**config.mk**
```make
export PLATFORM = sky130hd
export DESIGN_NAME = ndn_mcu_top
export DESIGN_NICKNAME = d
export VERILOG_FILES = /design/src/ndn_pkt_pkg.sv /design/src/ndn_pit_pkg.sv /design/src/pit_lookup_if.sv /design/src/mcu_link.sv /design/src/pit_table.sv /design/src/data_ingress.sv /design/src/ndn_mcu_top.sv
export SDC_FILE = /design/constraint.sdc
export NUM_CORES = 2
export LEC_CHECK = 0
export BUFFER_PORTS_ARGS = -buffer_cell sky130_fd_sc_hd__buf_2
export CAP_MARGIN = 5
export CORE_ASPECT_RATIO = 1.2
export CORE_MARGIN = 2
export CORE_UTILIZATION = 47
export CTS_CLUSTER_SIZE = 12
export DETAILED_ROUTE_END_ITERATION = 8
export GPL_ROUTABILITY_DRIVEN = 0
export PLACE_DENSITY_LB_ADDON = 0.15
export SLEW_MARGIN = 20
export SYNTH_ARGS = -nofsm -noshare
export SYNTH_HDL_FRONTEND = slang
export SYNTH_HIERARCHICAL = 1
export SYNTH_SLANG_ARGS = --single-unit
```
**constraint.sdc**
```tcl
create_clock -name clk -period 14.8 [get_ports clk]
set_input_delay 0.74 -clock clk [delete_from_list [all_inputs] [get_ports clk]]
set_output_delay 0.74 -clock clk [all_outputs]
set_load 0.005 [all_outputs]
```
**src/ndn_pkt_pkg.sv**
```systemverilog
`default_nettype none

// Packet format shared by the MCU link and the network ingress
package ndn_pkt_pkg;

    // Field widths in bits
    localparam int PREFIX_W = 64;
    localparam int PLEN_W   = 6;
    localparam int BYTE_W   = 8;

    // Byte counts of a network data packet
    localparam int PREFIX_BYTES  = PREFIX_W / BYTE_W;
    localparam int PAYLOAD_BYTES = 32;

    // Derived sizes of the serial data frame
    localparam int PAYLOAD_BITS = PAYLOAD_BYTES * BYTE_W;
    localparam int FRAME_BITS   = PREFIX_W + PAYLOAD_BITS;

    // Content name, MSB is the first name bit
    typedef logic [PREFIX_W-1:0] prefix_t;

    // Significant prefix bits, 0 stands for the full name
    typedef logic [PLEN_W-1:0] plen_t;

    // One payload or name byte
    typedef logic [BYTE_W-1:0] byte_t;

endpackage

`default_nettype wire

```
**src/ndn_pit_pkg.sv**
```systemverilog
`default_nettype none

// Pending interest table sizing
package ndn_pit_pkg;

    // Entries in the table unless the top level overrides it
    localparam int PIT_DEPTH_DEFAULT = 8;

    // Index into a table of the default depth
    // A table of another depth derives its own index width
    typedef logic [$clog2(PIT_DEPTH_DEFAULT)-1:0] pit_idx_t;

endpackage

`default_nettype wire

```
**src/pit_lookup_if.sv**
```systemverilog
`timescale 1ns/10ps
`default_nettype none

// Name lookup between the data ingress and the pending table
interface pit_lookup_if;

    // One-cycle lookup request with the data name
    logic                  req;
    ndn_pkt_pkg::prefix_t  prefix;

    // Registered answer where exactly one pulses the cycle after req
    logic                  hit;
    logic                  miss;

    // Requesting side
    modport ingress (
        output req,
        output prefix,
        input  hit,
        input  miss
    );

    // Answering side
    modport tbl (
        input  req,
        input  prefix,
        output hit,
        output miss
    );

endinterface

`default_nettype wire

```
**src/mcu_link.sv**
```systemverilog
`timescale 1ns/10ps
`default_nettype none

// Serial link to the MCU, one bit per clk, lines idle high
module mcu_link (
    input  wire logic                  clk,
    input  wire logic                  rst,
    input  wire logic                  mosi,
    input  wire logic                  dlv_start,
    input  wire ndn_pkt_pkg::prefix_t  dlv_prefix,
    input  wire ndn_pkt_pkg::byte_t    dlv_byte,
    output logic                       miso,
    output logic                       interest_valid,
    output ndn_pkt_pkg::plen_t         interest_len,
    output ndn_pkt_pkg::prefix_t       interest_prefix,
    output logic                       tx_busy
);

    localparam int PLEN_W       = ndn_pkt_pkg::PLEN_W;
    localparam int PREFIX_W     = ndn_pkt_pkg::PREFIX_W;
    localparam int BYTE_W       = ndn_pkt_pkg::BYTE_W;
    localparam int PAYLOAD_BITS = ndn_pkt_pkg::PAYLOAD_BITS;
    localparam int FRAME_BITS   = ndn_pkt_pkg::FRAME_BITS;

    typedef enum logic [1:0] {RX_IDLE, RX_LEN, RX_PREFIX} rx_state_t;
    typedef enum logic [1:0] {TX_IDLE, TX_LOAD, TX_SEND} tx_state_t;

    rx_state_t rx_state;
    logic [6:0] rx_cnt;

    tx_state_t tx_state;
    logic [8:0] tx_cnt;
    // Name in the upper bits, payload below, MSB goes out first
    logic [FRAME_BITS-1:0] tx_sh;

    // Receiver FSM
    always_ff @(posedge clk or posedge rst) begin
        if (rst) begin
            rx_state <= RX_IDLE;
            rx_cnt <= '0;
            interest_valid <= 1'b0;
        end else begin
            // Strobe lasts one cycle
            interest_valid <= 1'b0;
            case (rx_state)
                RX_IDLE: begin
                    rx_cnt <= '0;
                    // Low level on an idle line is the start bit
                    if (!mosi) begin
                        rx_state <= RX_LEN;
                    end
                end
                RX_LEN: begin
                    if (rx_cnt == 7'(PLEN_W - 1)) begin
                        rx_cnt <= '0;
                        rx_state <= RX_PREFIX;
                    end else begin
                        rx_cnt <= rx_cnt + 7'd1;
                    end
                end
                RX_PREFIX: begin
                    if (rx_cnt == 7'(PREFIX_W - 1)) begin
                        // Back in idle already in the strobe cycle
                        interest_valid <= 1'b1;
                        rx_state <= RX_IDLE;
                    end
                    rx_cnt <= rx_cnt + 7'd1;
                end
                default: rx_state <= RX_IDLE;
            endcase
        end
    end

    // Length and name shift in MSB first
    // They hold until the next frame reaches the same field
    always_ff @(posedge clk) begin
        if (rx_state == RX_LEN) begin
            interest_len <= {interest_len[PLEN_W-2:0], mosi};
        end
        if (rx_state == RX_PREFIX) begin
            interest_prefix <= {interest_prefix[PREFIX_W-2:0], mosi};
        end
    end

    // Transmitter FSM
    always_ff @(posedge clk or posedge rst) begin
        if (rst) begin
            tx_state <= TX_IDLE;
            tx_cnt <= '0;
            miso <= 1'b1;
        end else begin
            case (tx_state)
                TX_IDLE: begin
                    tx_cnt <= '0;
                    miso <= 1'b1;
                    if (dlv_start) begin
                        tx_state <= TX_LOAD;
                    end
                end
                TX_LOAD: begin
                    // One payload byte per cycle, start bit after the last
                    if (tx_cnt == 9'(ndn_pkt_pkg::PAYLOAD_BYTES - 1)) begin
                        tx_cnt <= '0;
                        miso <= 1'b0;
                        tx_state <= TX_SEND;
                    end else begin
                        tx_cnt <= tx_cnt + 9'd1;
                    end
                end
                TX_SEND: begin
                    if (tx_cnt == 9'(FRAME_BITS)) begin
                        // Release the line and the busy level together
                        miso <= 1'b1;
                        tx_state <= TX_IDLE;
                    end else begin
                        miso <= tx_sh[FRAME_BITS-1];
                        tx_cnt <= tx_cnt + 9'd1;
                    end
                end
                default: tx_state <= TX_IDLE;
            endcase
        end
    end

    // Frame shift register
    always_ff @(posedge clk) begin
        case (tx_state)
            TX_IDLE: begin
                if (dlv_start) begin
                    tx_sh[FRAME_BITS-1 -: PREFIX_W] <= dlv_prefix;
                end
            end
            TX_LOAD: begin
                tx_sh[PAYLOAD_BITS-1:0] <= {tx_sh[PAYLOAD_BITS-BYTE_W-1:0], dlv_byte};
            end
            TX_SEND: begin
                tx_sh <= tx_sh << 1;
            end
            default: ;
        endcase
    end

    // Busy from the first load cycle until the line is released
    assign tx_busy = (tx_state != TX_IDLE);

endmodule

`default_nettype wire

```
**src/pit_table.sv**
```systemverilog
`timescale 1ns/10ps
`default_nettype none

// Pending interest table with masked name match
module pit_table #(
    parameter int PIT_DEPTH = ndn_pit_pkg::PIT_DEPTH_DEFAULT
) (
    input  wire logic                  clk,
    input  wire logic                  rst,
    input  wire logic                  interest_valid,
    input  wire ndn_pkt_pkg::plen_t    interest_len,
    input  wire ndn_pkt_pkg::prefix_t  interest_prefix,
    output logic                       pit_full,
    pit_lookup_if.tbl                  lookup
);

    localparam int IDX_W = $clog2(PIT_DEPTH);
    localparam ndn_pkt_pkg::prefix_t ALL_ONES = '1;

    // Entry storage
    logic [PIT_DEPTH-1:0] ent_valid;
    ndn_pkt_pkg::plen_t   ent_len [PIT_DEPTH];
    ndn_pkt_pkg::prefix_t ent_pfx [PIT_DEPTH];

    // Per-entry compare results
    ndn_pkt_pkg::prefix_t ent_mask [PIT_DEPTH];
    logic [PIT_DEPTH-1:0] match;
    logic [PIT_DEPTH-1:0] dup;

    // Priority picks
    logic                 hit_found;
    logic [IDX_W-1:0]     hit_idx;
    logic                 free_found;
    logic [IDX_W-1:0]     free_idx;
    logic [PIT_DEPTH-1:0] valid_post;
    logic                 do_insert;

    for (genvar g = 0; g < PIT_DEPTH; g++) begin : g_cmp
        // Top N bits significant and a zero length keeps the whole name
        assign ent_mask[g] = (ent_len[g] == '0) ? ALL_ONES : ~(ALL_ONES >> ent_len[g]);
        assign match[g] = ent_valid[g] &&
                          (((ent_pfx[g] ^ lookup.prefix) & ent_mask[g]) == '0);
        // Duplicate test runs on the table after the lookup took its entry
        assign dup[g] = valid_post[g] && (ent_len[g] == interest_len) &&
                        (ent_pfx[g] == interest_prefix);
    end

    always_comb begin
        hit_found = 1'b0;
        hit_idx = '0;
        free_found = 1'b0;
        free_idx = '0;
        // Walk downward so the lowest index wins
        for (int i = PIT_DEPTH - 1; i >= 0; i--) begin
            if (match[i]) begin
                hit_found = 1'b1;
                hit_idx = IDX_W'(i);
            end
        end
        valid_post = ent_valid;
        if (lookup.req && hit_found) begin
            valid_post[hit_idx] = 1'b0;
        end
        for (int i = PIT_DEPTH - 1; i >= 0; i--) begin
            if (!valid_post[i]) begin
                free_found = 1'b1;
                free_idx = IDX_W'(i);
            end
        end
        // Aggregated or dropped when full
        do_insert = interest_valid && !(|dup) && free_found;
    end

    // Valid bits and the lookup answer
    always_ff @(posedge clk or posedge rst) begin
        if (rst) begin
            ent_valid <= '0;
            lookup.hit <= 1'b0;
            lookup.miss <= 1'b0;
        end else begin
            lookup.hit <= lookup.req && hit_found;
            lookup.miss <= lookup.req && !hit_found;
            ent_valid <= valid_post;
            if (do_insert) begin
                ent_valid[free_idx] <= 1'b1;
            end
        end
    end

    // Name and length of a new entry
    always_ff @(posedge clk) begin
        if (do_insert) begin
            ent_len[free_idx] <= interest_len;
            ent_pfx[free_idx] <= interest_prefix;
        end
    end

    assign pit_full = &ent_valid;

endmodule

`default_nettype wire

```
**src/data_ingress.sv**
```systemverilog
`timescale 1ns/10ps
`default_nettype none

// Network data collection, table lookup and delivery to the link
module data_ingress (
    input  wire logic                 clk,
    input  wire logic                 rst,
    input  wire logic                 net_valid,
    input  wire logic                 net_sof,
    input  wire ndn_pkt_pkg::byte_t   net_byte,
    input  wire logic                 tx_busy,
    output logic                      net_busy,
    output logic                      net_drop,
    output logic                      dlv_start,
    output ndn_pkt_pkg::prefix_t      dlv_prefix,
    output ndn_pkt_pkg::byte_t        dlv_byte,
    pit_lookup_if.ingress             lookup
);

    localparam int BYTE_W       = ndn_pkt_pkg::BYTE_W;
    localparam int PAYLOAD_BITS = ndn_pkt_pkg::PAYLOAD_BITS;
    localparam int PKT_BYTES    = ndn_pkt_pkg::PREFIX_BYTES + ndn_pkt_pkg::PAYLOAD_BYTES;

    typedef enum logic [2:0] {ST_COLLECT, ST_REQ, ST_WAIT, ST_HOLD, ST_STREAM} state_t;

    state_t state;
    logic [5:0] byte_cnt;
    logic [5:0] byte_idx;
    logic       take;

    ndn_pkt_pkg::prefix_t    name;
    logic [PAYLOAD_BITS-1:0] payload;

    // SOF forces the byte back to position zero
    assign byte_idx = net_sof ? '0 : byte_cnt;
    assign take = net_valid && (state == ST_COLLECT);

    always_ff @(posedge clk or posedge rst) begin
        if (rst) begin
            state <= ST_COLLECT;
            byte_cnt <= '0;
        end else begin
            case (state)
                ST_COLLECT: begin
                    if (take) begin
                        if (byte_idx == 6'(PKT_BYTES - 1)) begin
                            byte_cnt <= '0;
                            state <= ST_REQ;
                        end else begin
                            byte_cnt <= byte_idx + 6'd1;
                        end
                    end
                end
                ST_REQ: state <= ST_WAIT;
                ST_WAIT: begin
                    if (lookup.miss) begin
                        state <= ST_COLLECT;
                    end else if (lookup.hit) begin
                        state <= ST_HOLD;
                    end
                end
                // Leaves as soon as the link is free
                ST_HOLD: begin
                    if (!tx_busy) begin
                        state <= ST_STREAM;
                    end
                end
                ST_STREAM: begin
                    if (byte_cnt == 6'(ndn_pkt_pkg::PAYLOAD_BYTES - 1)) begin
                        byte_cnt <= '0;
                        state <= ST_COLLECT;
                    end else begin
                        byte_cnt <= byte_cnt + 6'd1;
                    end
                end
                default: state <= ST_COLLECT;
            endcase
        end
    end

    // Name bytes first, then payload, both shift in MSB first
    always_ff @(posedge clk) begin
        if (take && byte_idx < 6'(ndn_pkt_pkg::PREFIX_BYTES)) begin
            name <= {name[ndn_pkt_pkg::PREFIX_W-BYTE_W-1:0], net_byte};
        end else if (take) begin
            payload <= {payload[PAYLOAD_BITS-BYTE_W-1:0], net_byte};
        end else if (state == ST_STREAM) begin
            payload <= payload << BYTE_W;
        end
    end

    assign lookup.req = (state == ST_REQ);
    assign lookup.prefix = name;
    assign net_busy = (state != ST_COLLECT);
    assign net_drop = (state == ST_WAIT) && lookup.miss;
    assign dlv_start = (state == ST_HOLD) && !tx_busy;
    assign dlv_prefix = name;
    // Top byte of the buffer is the current delivery byte
    assign dlv_byte = payload[PAYLOAD_BITS-1 -: BYTE_W];

endmodule

`default_nettype wire

```
**src/ndn_mcu_top.sv**
```systemverilog
`timescale 1ns/10ps
`default_nettype none

// User-facing edge of the forwarder
module ndn_mcu_top #(
    parameter int PIT_DEPTH = ndn_pit_pkg::PIT_DEPTH_DEFAULT
) (
    input  wire logic                clk,
    input  wire logic                rst,
    input  wire logic                mosi,
    input  wire logic                net_valid,
    input  wire logic                net_sof,
    input  wire ndn_pkt_pkg::byte_t  net_byte,
    output logic                     miso,
    output logic                     net_busy,
    output logic                     net_drop,
    output logic                     pit_full
);

    // Interest path
    logic                 interest_valid;
    ndn_pkt_pkg::plen_t   interest_len;
    ndn_pkt_pkg::prefix_t interest_prefix;

    // Delivery path
    logic                 dlv_start;
    ndn_pkt_pkg::prefix_t dlv_prefix;
    ndn_pkt_pkg::byte_t   dlv_byte;
    logic                 tx_busy;

    // Lookup path
    pit_lookup_if lookup_if ();

    mcu_link mcu_link_i (
        .clk             (clk),
        .rst             (rst),
        .mosi            (mosi),
        .dlv_start       (dlv_start),
        .dlv_prefix      (dlv_prefix),
        .dlv_byte        (dlv_byte),
        .miso            (miso),
        .interest_valid  (interest_valid),
        .interest_len    (interest_len),
        .interest_prefix (interest_prefix),
        .tx_busy         (tx_busy)
    );

    pit_table #(
        .PIT_DEPTH (PIT_DEPTH)
    ) pit_table_i (
        .clk             (clk),
        .rst             (rst),
        .interest_valid  (interest_valid),
        .interest_len    (interest_len),
        .interest_prefix (interest_prefix),
        .pit_full        (pit_full),
        .lookup          (lookup_if.tbl)
    );

    data_ingress data_ingress_i (
        .clk        (clk),
        .rst        (rst),
        .net_valid  (net_valid),
        .net_sof    (net_sof),
        .net_byte   (net_byte),
        .tx_busy    (tx_busy),
        .net_busy   (net_busy),
        .net_drop   (net_drop),
        .dlv_start  (dlv_start),
        .dlv_prefix (dlv_prefix),
        .dlv_byte   (dlv_byte),
        .lookup     (lookup_if.ingress)
    );

endmodule

`default_nettype wire

```
Word-level counts from Yosys, hierarchy flattened
Memory sizes are Yosys's and may differ from the RTL's.
Cells that the tools add are included.
{"block": "word_totals", "reg_bits": 751, "ram_bits": 560, "inputBits": 13, "output_inout_bits": 4, "wordCells": 263, "n_memories": 2}
{"block": "classes", "n_addsub": 4, "order_cmp": 5, "n_eq_ne": 42, "n_shift": 8, "n_mux": 83, "bitwise": 28, "n_reduce_logical": 74}
{"name": "pit_table_i.ent_pfx", "depth": 8, "width": 64, "read_ports": 8, "rd_clocked_by_memory_dff": 0, "write_ports": 1, "line_no": "pit_table.sv:23", "text": "ndn_pkt_pkg::prefix_t ent_pfx [PIT_DEPTH];"}
{"name": "pit_table_i.ent_len", "depth": 8, "width": 6, "read_ports": 8, "rd_clocked_by_memory_dff": 0, "write_ports": 1, "line_no": "pit_table.sv:22", "text": "ndn_pkt_pkg::plen_t ent_len [PIT_DEPTH];"}
{"operator": "$mux 64", "n": 9}
{"operator": "$and 64x64->64", "n": 8}
{"operator": "$eq 64x64->1", "n": 8}
{"operator": "$logic_not 64->1", "n": 8}
{"operator": "$mux 256", "n": 2}
{"operator": "$not 64->64", "n": 8}
{"operator": "$pmux 256 s2", "n": 1}
{"operator": "$shr 64x6->64 const A", "n": 8}
{"operator": "$xor 64x64->64", "n": 8}
{"operator": "$pmux 64 s2", "n": 1}
{"operator": "$mux 3", "n": 22}
{"operator": "$eq 6x6->1", "n": 8}
{"operator": "$logic_not 6->1", "n": 8}
{"operator": "$logic_and 1x1->1", "n": 34}
{"operator": "$pmux 9 s3", "n": 1}
{"operator": "$mux 1", "n": 24}
{"operator": "$mux 6", "n": 4}
{"operator": "$pmux 7 s3", "n": 1}
{"operator": "$mux 9", "n": 2}
{"operator": "$mux 8", "n": 2}
{"operator": "$pmux 3 s5", "n": 1}
{"operator": "$ne 2x1->1 const B", "n": 7}
{"operator": "$add 6x1->6 const B", "n": 2}
{"operator": "$mux 2", "n": 6}
{"operator": "other kinds (37)", "n": 61}

Longest topological paths before layout
{"block": "logic_depth", "ltp_word": 35, "ltp_mapped": 15, "depth_no_buf": 12}

Modules after synthesis
Netlist, hierarchy kept.
{"mod": "pit_table", "instances": 1, "cells_per_inst": 3343, "area_per_inst_um2": 36083.4, "seq_area_each_um2": 17066.4}
{"mod": "mcu_link", "instances": 1, "cells_per_inst": 898, "area_per_inst_um2": 16910.0, "seq_area_each_um2": 12263.0}
{"mod": "data_ingress", "instances": 1, "cells_per_inst": 487, "area_per_inst_um2": 10948.0, "seq_area_each_um2": 9834.4}

Worst setup path before layout
No wires, ideal clock.
{"block": "synth_path", "path_type": "input to register", "startpoint": "in net_valid", "endpoint": "reg data_ingress_i.payload[0], enable pin", "setup_ps": 877, "t_arrival_ps": 11529, "t_required_ps": 13923, "slack_ps": 2394, "stages": 2, "n_path_buf": 0, "path_cell_list": "o21ai_1 > nor2_1"}
{"block": "synth_via", "elab_chain_len": 4, "elab_cells_between_ends": 5, "classes_between": "1 x bitwise; 4 x reduce/logical"}
{"element": "start, declared", "line_no": "ndn_mcu_top.sv:11", "text": "input wire logic net_valid,"}
{"element": "$logic_and 1x1->1 (*)", "line_no": "data_ingress.sv:36", "text": "assign take = net_valid && (state == ST_COLLECT);"}
{"element": "$logic_and 1x1->1", "line_no": "data_ingress.sv:83", "text": "if (take && byte_idx < 6'(ndn_pkt_pkg::PREFIX_BYTES)) begin"}
{"element": "$not 1->1 (no line)"}
{"element": "$reduce_and 2->1 (no line) (*)"}
{"element": "end signal, assigned", "line_no": "data_ingress.sv:86", "text": "payload <= {payload[PAYLOAD_BITS-BYTE_W-1:0], net_byte};"}
{"element": "end signal, assigned", "line_no": "data_ingress.sv:88", "text": "payload <= payload << BYTE_W;"}
{"element": "end, declared", "line_no": "data_ingress.sv:32", "text": "logic [PAYLOAD_BITS-1:0] payload;"}
Mark *: on every way between the ends. The rest lies on a longest branch, timed or not.
A chain may end at the register's enable or synchronous reset.

==> results.md <==
- Fin crit share: 47.3%
- Worst-path cell with the longest stage delay: edfxtp_1
- Clock Path Buffers: 3
- Crit path arrival time: 7380 ps
- Vias per cell: 6.49
- Fin area: 70200 um^2
- YS warnings: 6
- Worst setup path category: flip-flop to flip-flop
- Hold_buf cts: 1
- Initial DRT Pass Iterations: 9
- PostCTS Resize Cnt: 0
- Vias in the first global route: 40291
- Yosys top cell area share: 59.6%
- DR iter-0 viols: 7025
- DRT antenna net count: 0
- CTS tree: done
- Row count: 148
- Switching power: 0.00342 W
- Rel. slew slack: 17.7%
- Post-synth ARST share: 3.13%
- DRC errors left: 0
- Int Pwr: 0.00768 W
- Placed standard-cell area: 65900 um^2
- Top-level I/O count: 17
- Global-route wire length before repair: 306 mm
- # port buffers: 16
- Most used DFF post-synth: edfxtp_1
- Starting Density: 47.2%
- Total chip power: 0.0111 W
- Setup-failing EPs final: 0
- Count of cell types in the netlist: 109
- Initial antenna violation count: 14
- Worst path bufs/invs: 2
- Total grt overflow: 0
- CTS clk-pin slew, worst paths: 60 ps
- Worst Path Max Fanout: 70
- Post-CTS setup buffers: 0
- Crit end category: flip-flop
- Leak: 23.0 nW
- Max cap viols: 0
- Core Region: 135000 um^2
- Final hold violations: 0
- Final wirelength: 224 mm
- Largest net degree at the start of global routing: 178
- Clk_lat worst skew: 810 ps
- Number of buffers created by CTS: 139
- Post-Syn Area: 63900 um^2
- Sequential share of power: 48.0%
- Full die area: 139000 um^2
- Count leader, synth: edfxtp_1
- Top cells by area, synth: edfxtp_1, xnor2_1, xor2_1
- Sink Count: 1311
- Cell count after synthesis: 4728
- Required @ worst endpoint: 15180 ps
- Syn avg cell area: 13.5 um^2
- DR WL/cell: 34.0 um
- Layout Cells excl Fill: 6585
- PwrDens: 158 nW/um^2
- Fin Setup TNS: 0 ps
- Clock skew: 56.9 ps
- Switch share: 30.8%
- Slew Viols, Final: 0
- Placed Cells: 6348
- Die X: 341 um
- Area leader, netlist: edfxtp_1
- Htree depth: 4
- Comb pwr share: 21.8%
- Synthesis-to-finish area growth: 9.72%
- Startpoint Class: flip-flop
- Syn_nets: 4757
- Critical path's largest stage delay: 980 ps
- Gr usage total: 31.5%
- Register area share after synthesis: 61.2%
- VDD IR-drop max: 0.147 mV
- Post-synth EDFFs: 1270
- DIE HEIGHT: 408 um
- Post-route setup slack: 7800 ps
- Dpl ws: 8220 ps
- Final nets: 4719
- Via Count: 42723
- Clock Power Share: 30.2%
- Status: finished, final reports clean
- Post-DP HPWL: 143 mm
- #FFs+latches synth: 1311
- CP Cell Sequence: nor4_1 -> buf_4 -> a21oi_1 -> o31ai_1 -> a2111oi_0 -> nand4_1 -> nor4_1 -> a221oi_1 -> a211oi_4 -> nand2_1 -> o31ai_4 -> nand3_4 -> nor3_2 -> buf_4
- CP delay by family, top: compound AO/OA/AOI/OAI gates
- Actual slew at the worst max-slew pin: 1230 ps
- Synth cell count leaders: edfxtp_1, xnor2_1, xor2_1
- RSZ-0062 raised after global routing: no
- Layout cells sized above 1: 15.3%
- CTS root buffer: clkbuf_16
- Fin crit period: 7000 ps
- Worst hold path type: primary input to flip-flop
- Fmax: 0.143 GHz
## state kept, by name (all words and copies together), names as in the netlist, 2 cells and up
name,flops
pit_table_i/ent_valid,8
mcu_link_i/tx_cnt,9
pit_table_i/ent_len,48
data_ingress_i/state,3
data_ingress_i/dlv_prefix,64
pit_table_i/ent_pfx,512
mcu_link_i/interest_len,6
mcu_link_i/tx_state,2
mcu_link_i/tx_sh,320
mcu_link_i/interest_prefix,64
data_ingress_i/byte_cnt,6
data_ingress_i/payload,256
mcu_link_i/rx_state,2
mcu_link_i/rx_cnt,7
## cells by family (layout without fill, tap and decap cells)
kind of cell    after synthesis  count (layout)  share of synthesized area [%]
other cells                   0               4                              0
mux                         328             328                           5.77
flops                      1311            1311                           61.2
simple gates                817             817                           7.14
fa+ha+maj                    21              21                          0.391
xor+xnor                   1055            1055                           14.5
buf+inv                     439             492                           3.21
compound gates              757             757                           7.79
## layout make-up
cell class                      instances  area, um^2
Multi-Input combinational cell       2978       22800
Fill cell                           11411       65200
Inverter                               81         304
Clock buffer                          183        3670
Antenna cell                            4        10.0
Tap cell                             1800        2250
Sequential cell                      1311       39200
Timing Repair Buffer                  179        1330
Clock inverter                         49         606
## per-layer routing
layer	part of all wire [%]	up-vias	global-route usage (%)
li1	-	17579	-
met1	37	21172	40.5
met2	42	3131	45.6
met3	12	841	7.75
met4	9.3	0	24.3
met5	0	-	0
## power by group through the flow
stage               combinational (W)  sequential (W)  clock (W)
CTS                           0.00238         0.00533    0.00341
detailed placement            0.00236         0.00540          0
finish                        0.00242         0.00533    0.00335
global placement              0.00235         0.00539          0
global route                  0.00252         0.00539    0.00355
floorplan                     0.00162         0.00538          0
## cell usage in the layout, fill, tap and decap left out, types with 23 or more instances in the layout
cell / count
a21oi_1: 185
a31oi_1: 41
and2_1: 23
buf_4: 160
clkbuf_1: 41
clkbuf_16: 139
dfrtp_1: 40
edfxtp_1: 1270
inv_1: 77
mux2_2: 322
nand2_1: 152
nand3_1: 52
nand4_1: 126
nor2_1: 112
nor3_1: 55
nor4_1: 128
o211ai_1: 30
o21ai_0: 179
o22ai_1: 45
o31ai_1: 25
xnor2_1: 587
xor2_1: 468
## stage by stage
stage          hold WS (ps)  utilization (%)
2_1_floorplan           400                -
3_3_place_gp            400             48.7
3_5_place_dp            405             48.7
4_1_cts                 105             51.8
5_1_grt                 134             51.8
6_report                161             51.8
## final timing paths
kind / from / end / slack (ps) / depth (start not counted)
setup / recovery: pit_table_i/ent_len[7][3] / pit_table_i/ent_pfx[4][28] / 7800 / 14
hold / removal: net_byte[5] / data_ingress_i/dlv_prefix[5] / 160 / 1
setup reg to reg: pit_table_i/ent_len[7][3] / pit_table_i/ent_pfx[4][28] / 7800 / 14
hold reg to reg: data_ingress_i/payload[93] / data_ingress_i/payload[101] / 410 / 0
max in group asynchronous: rst / pit_table_i/ent_valid[7] / 13670 / 3
min in group asynchronous: rst / data_ingress_i/state[1] / 550 / 3
Power figures use the tool's default switching activity.
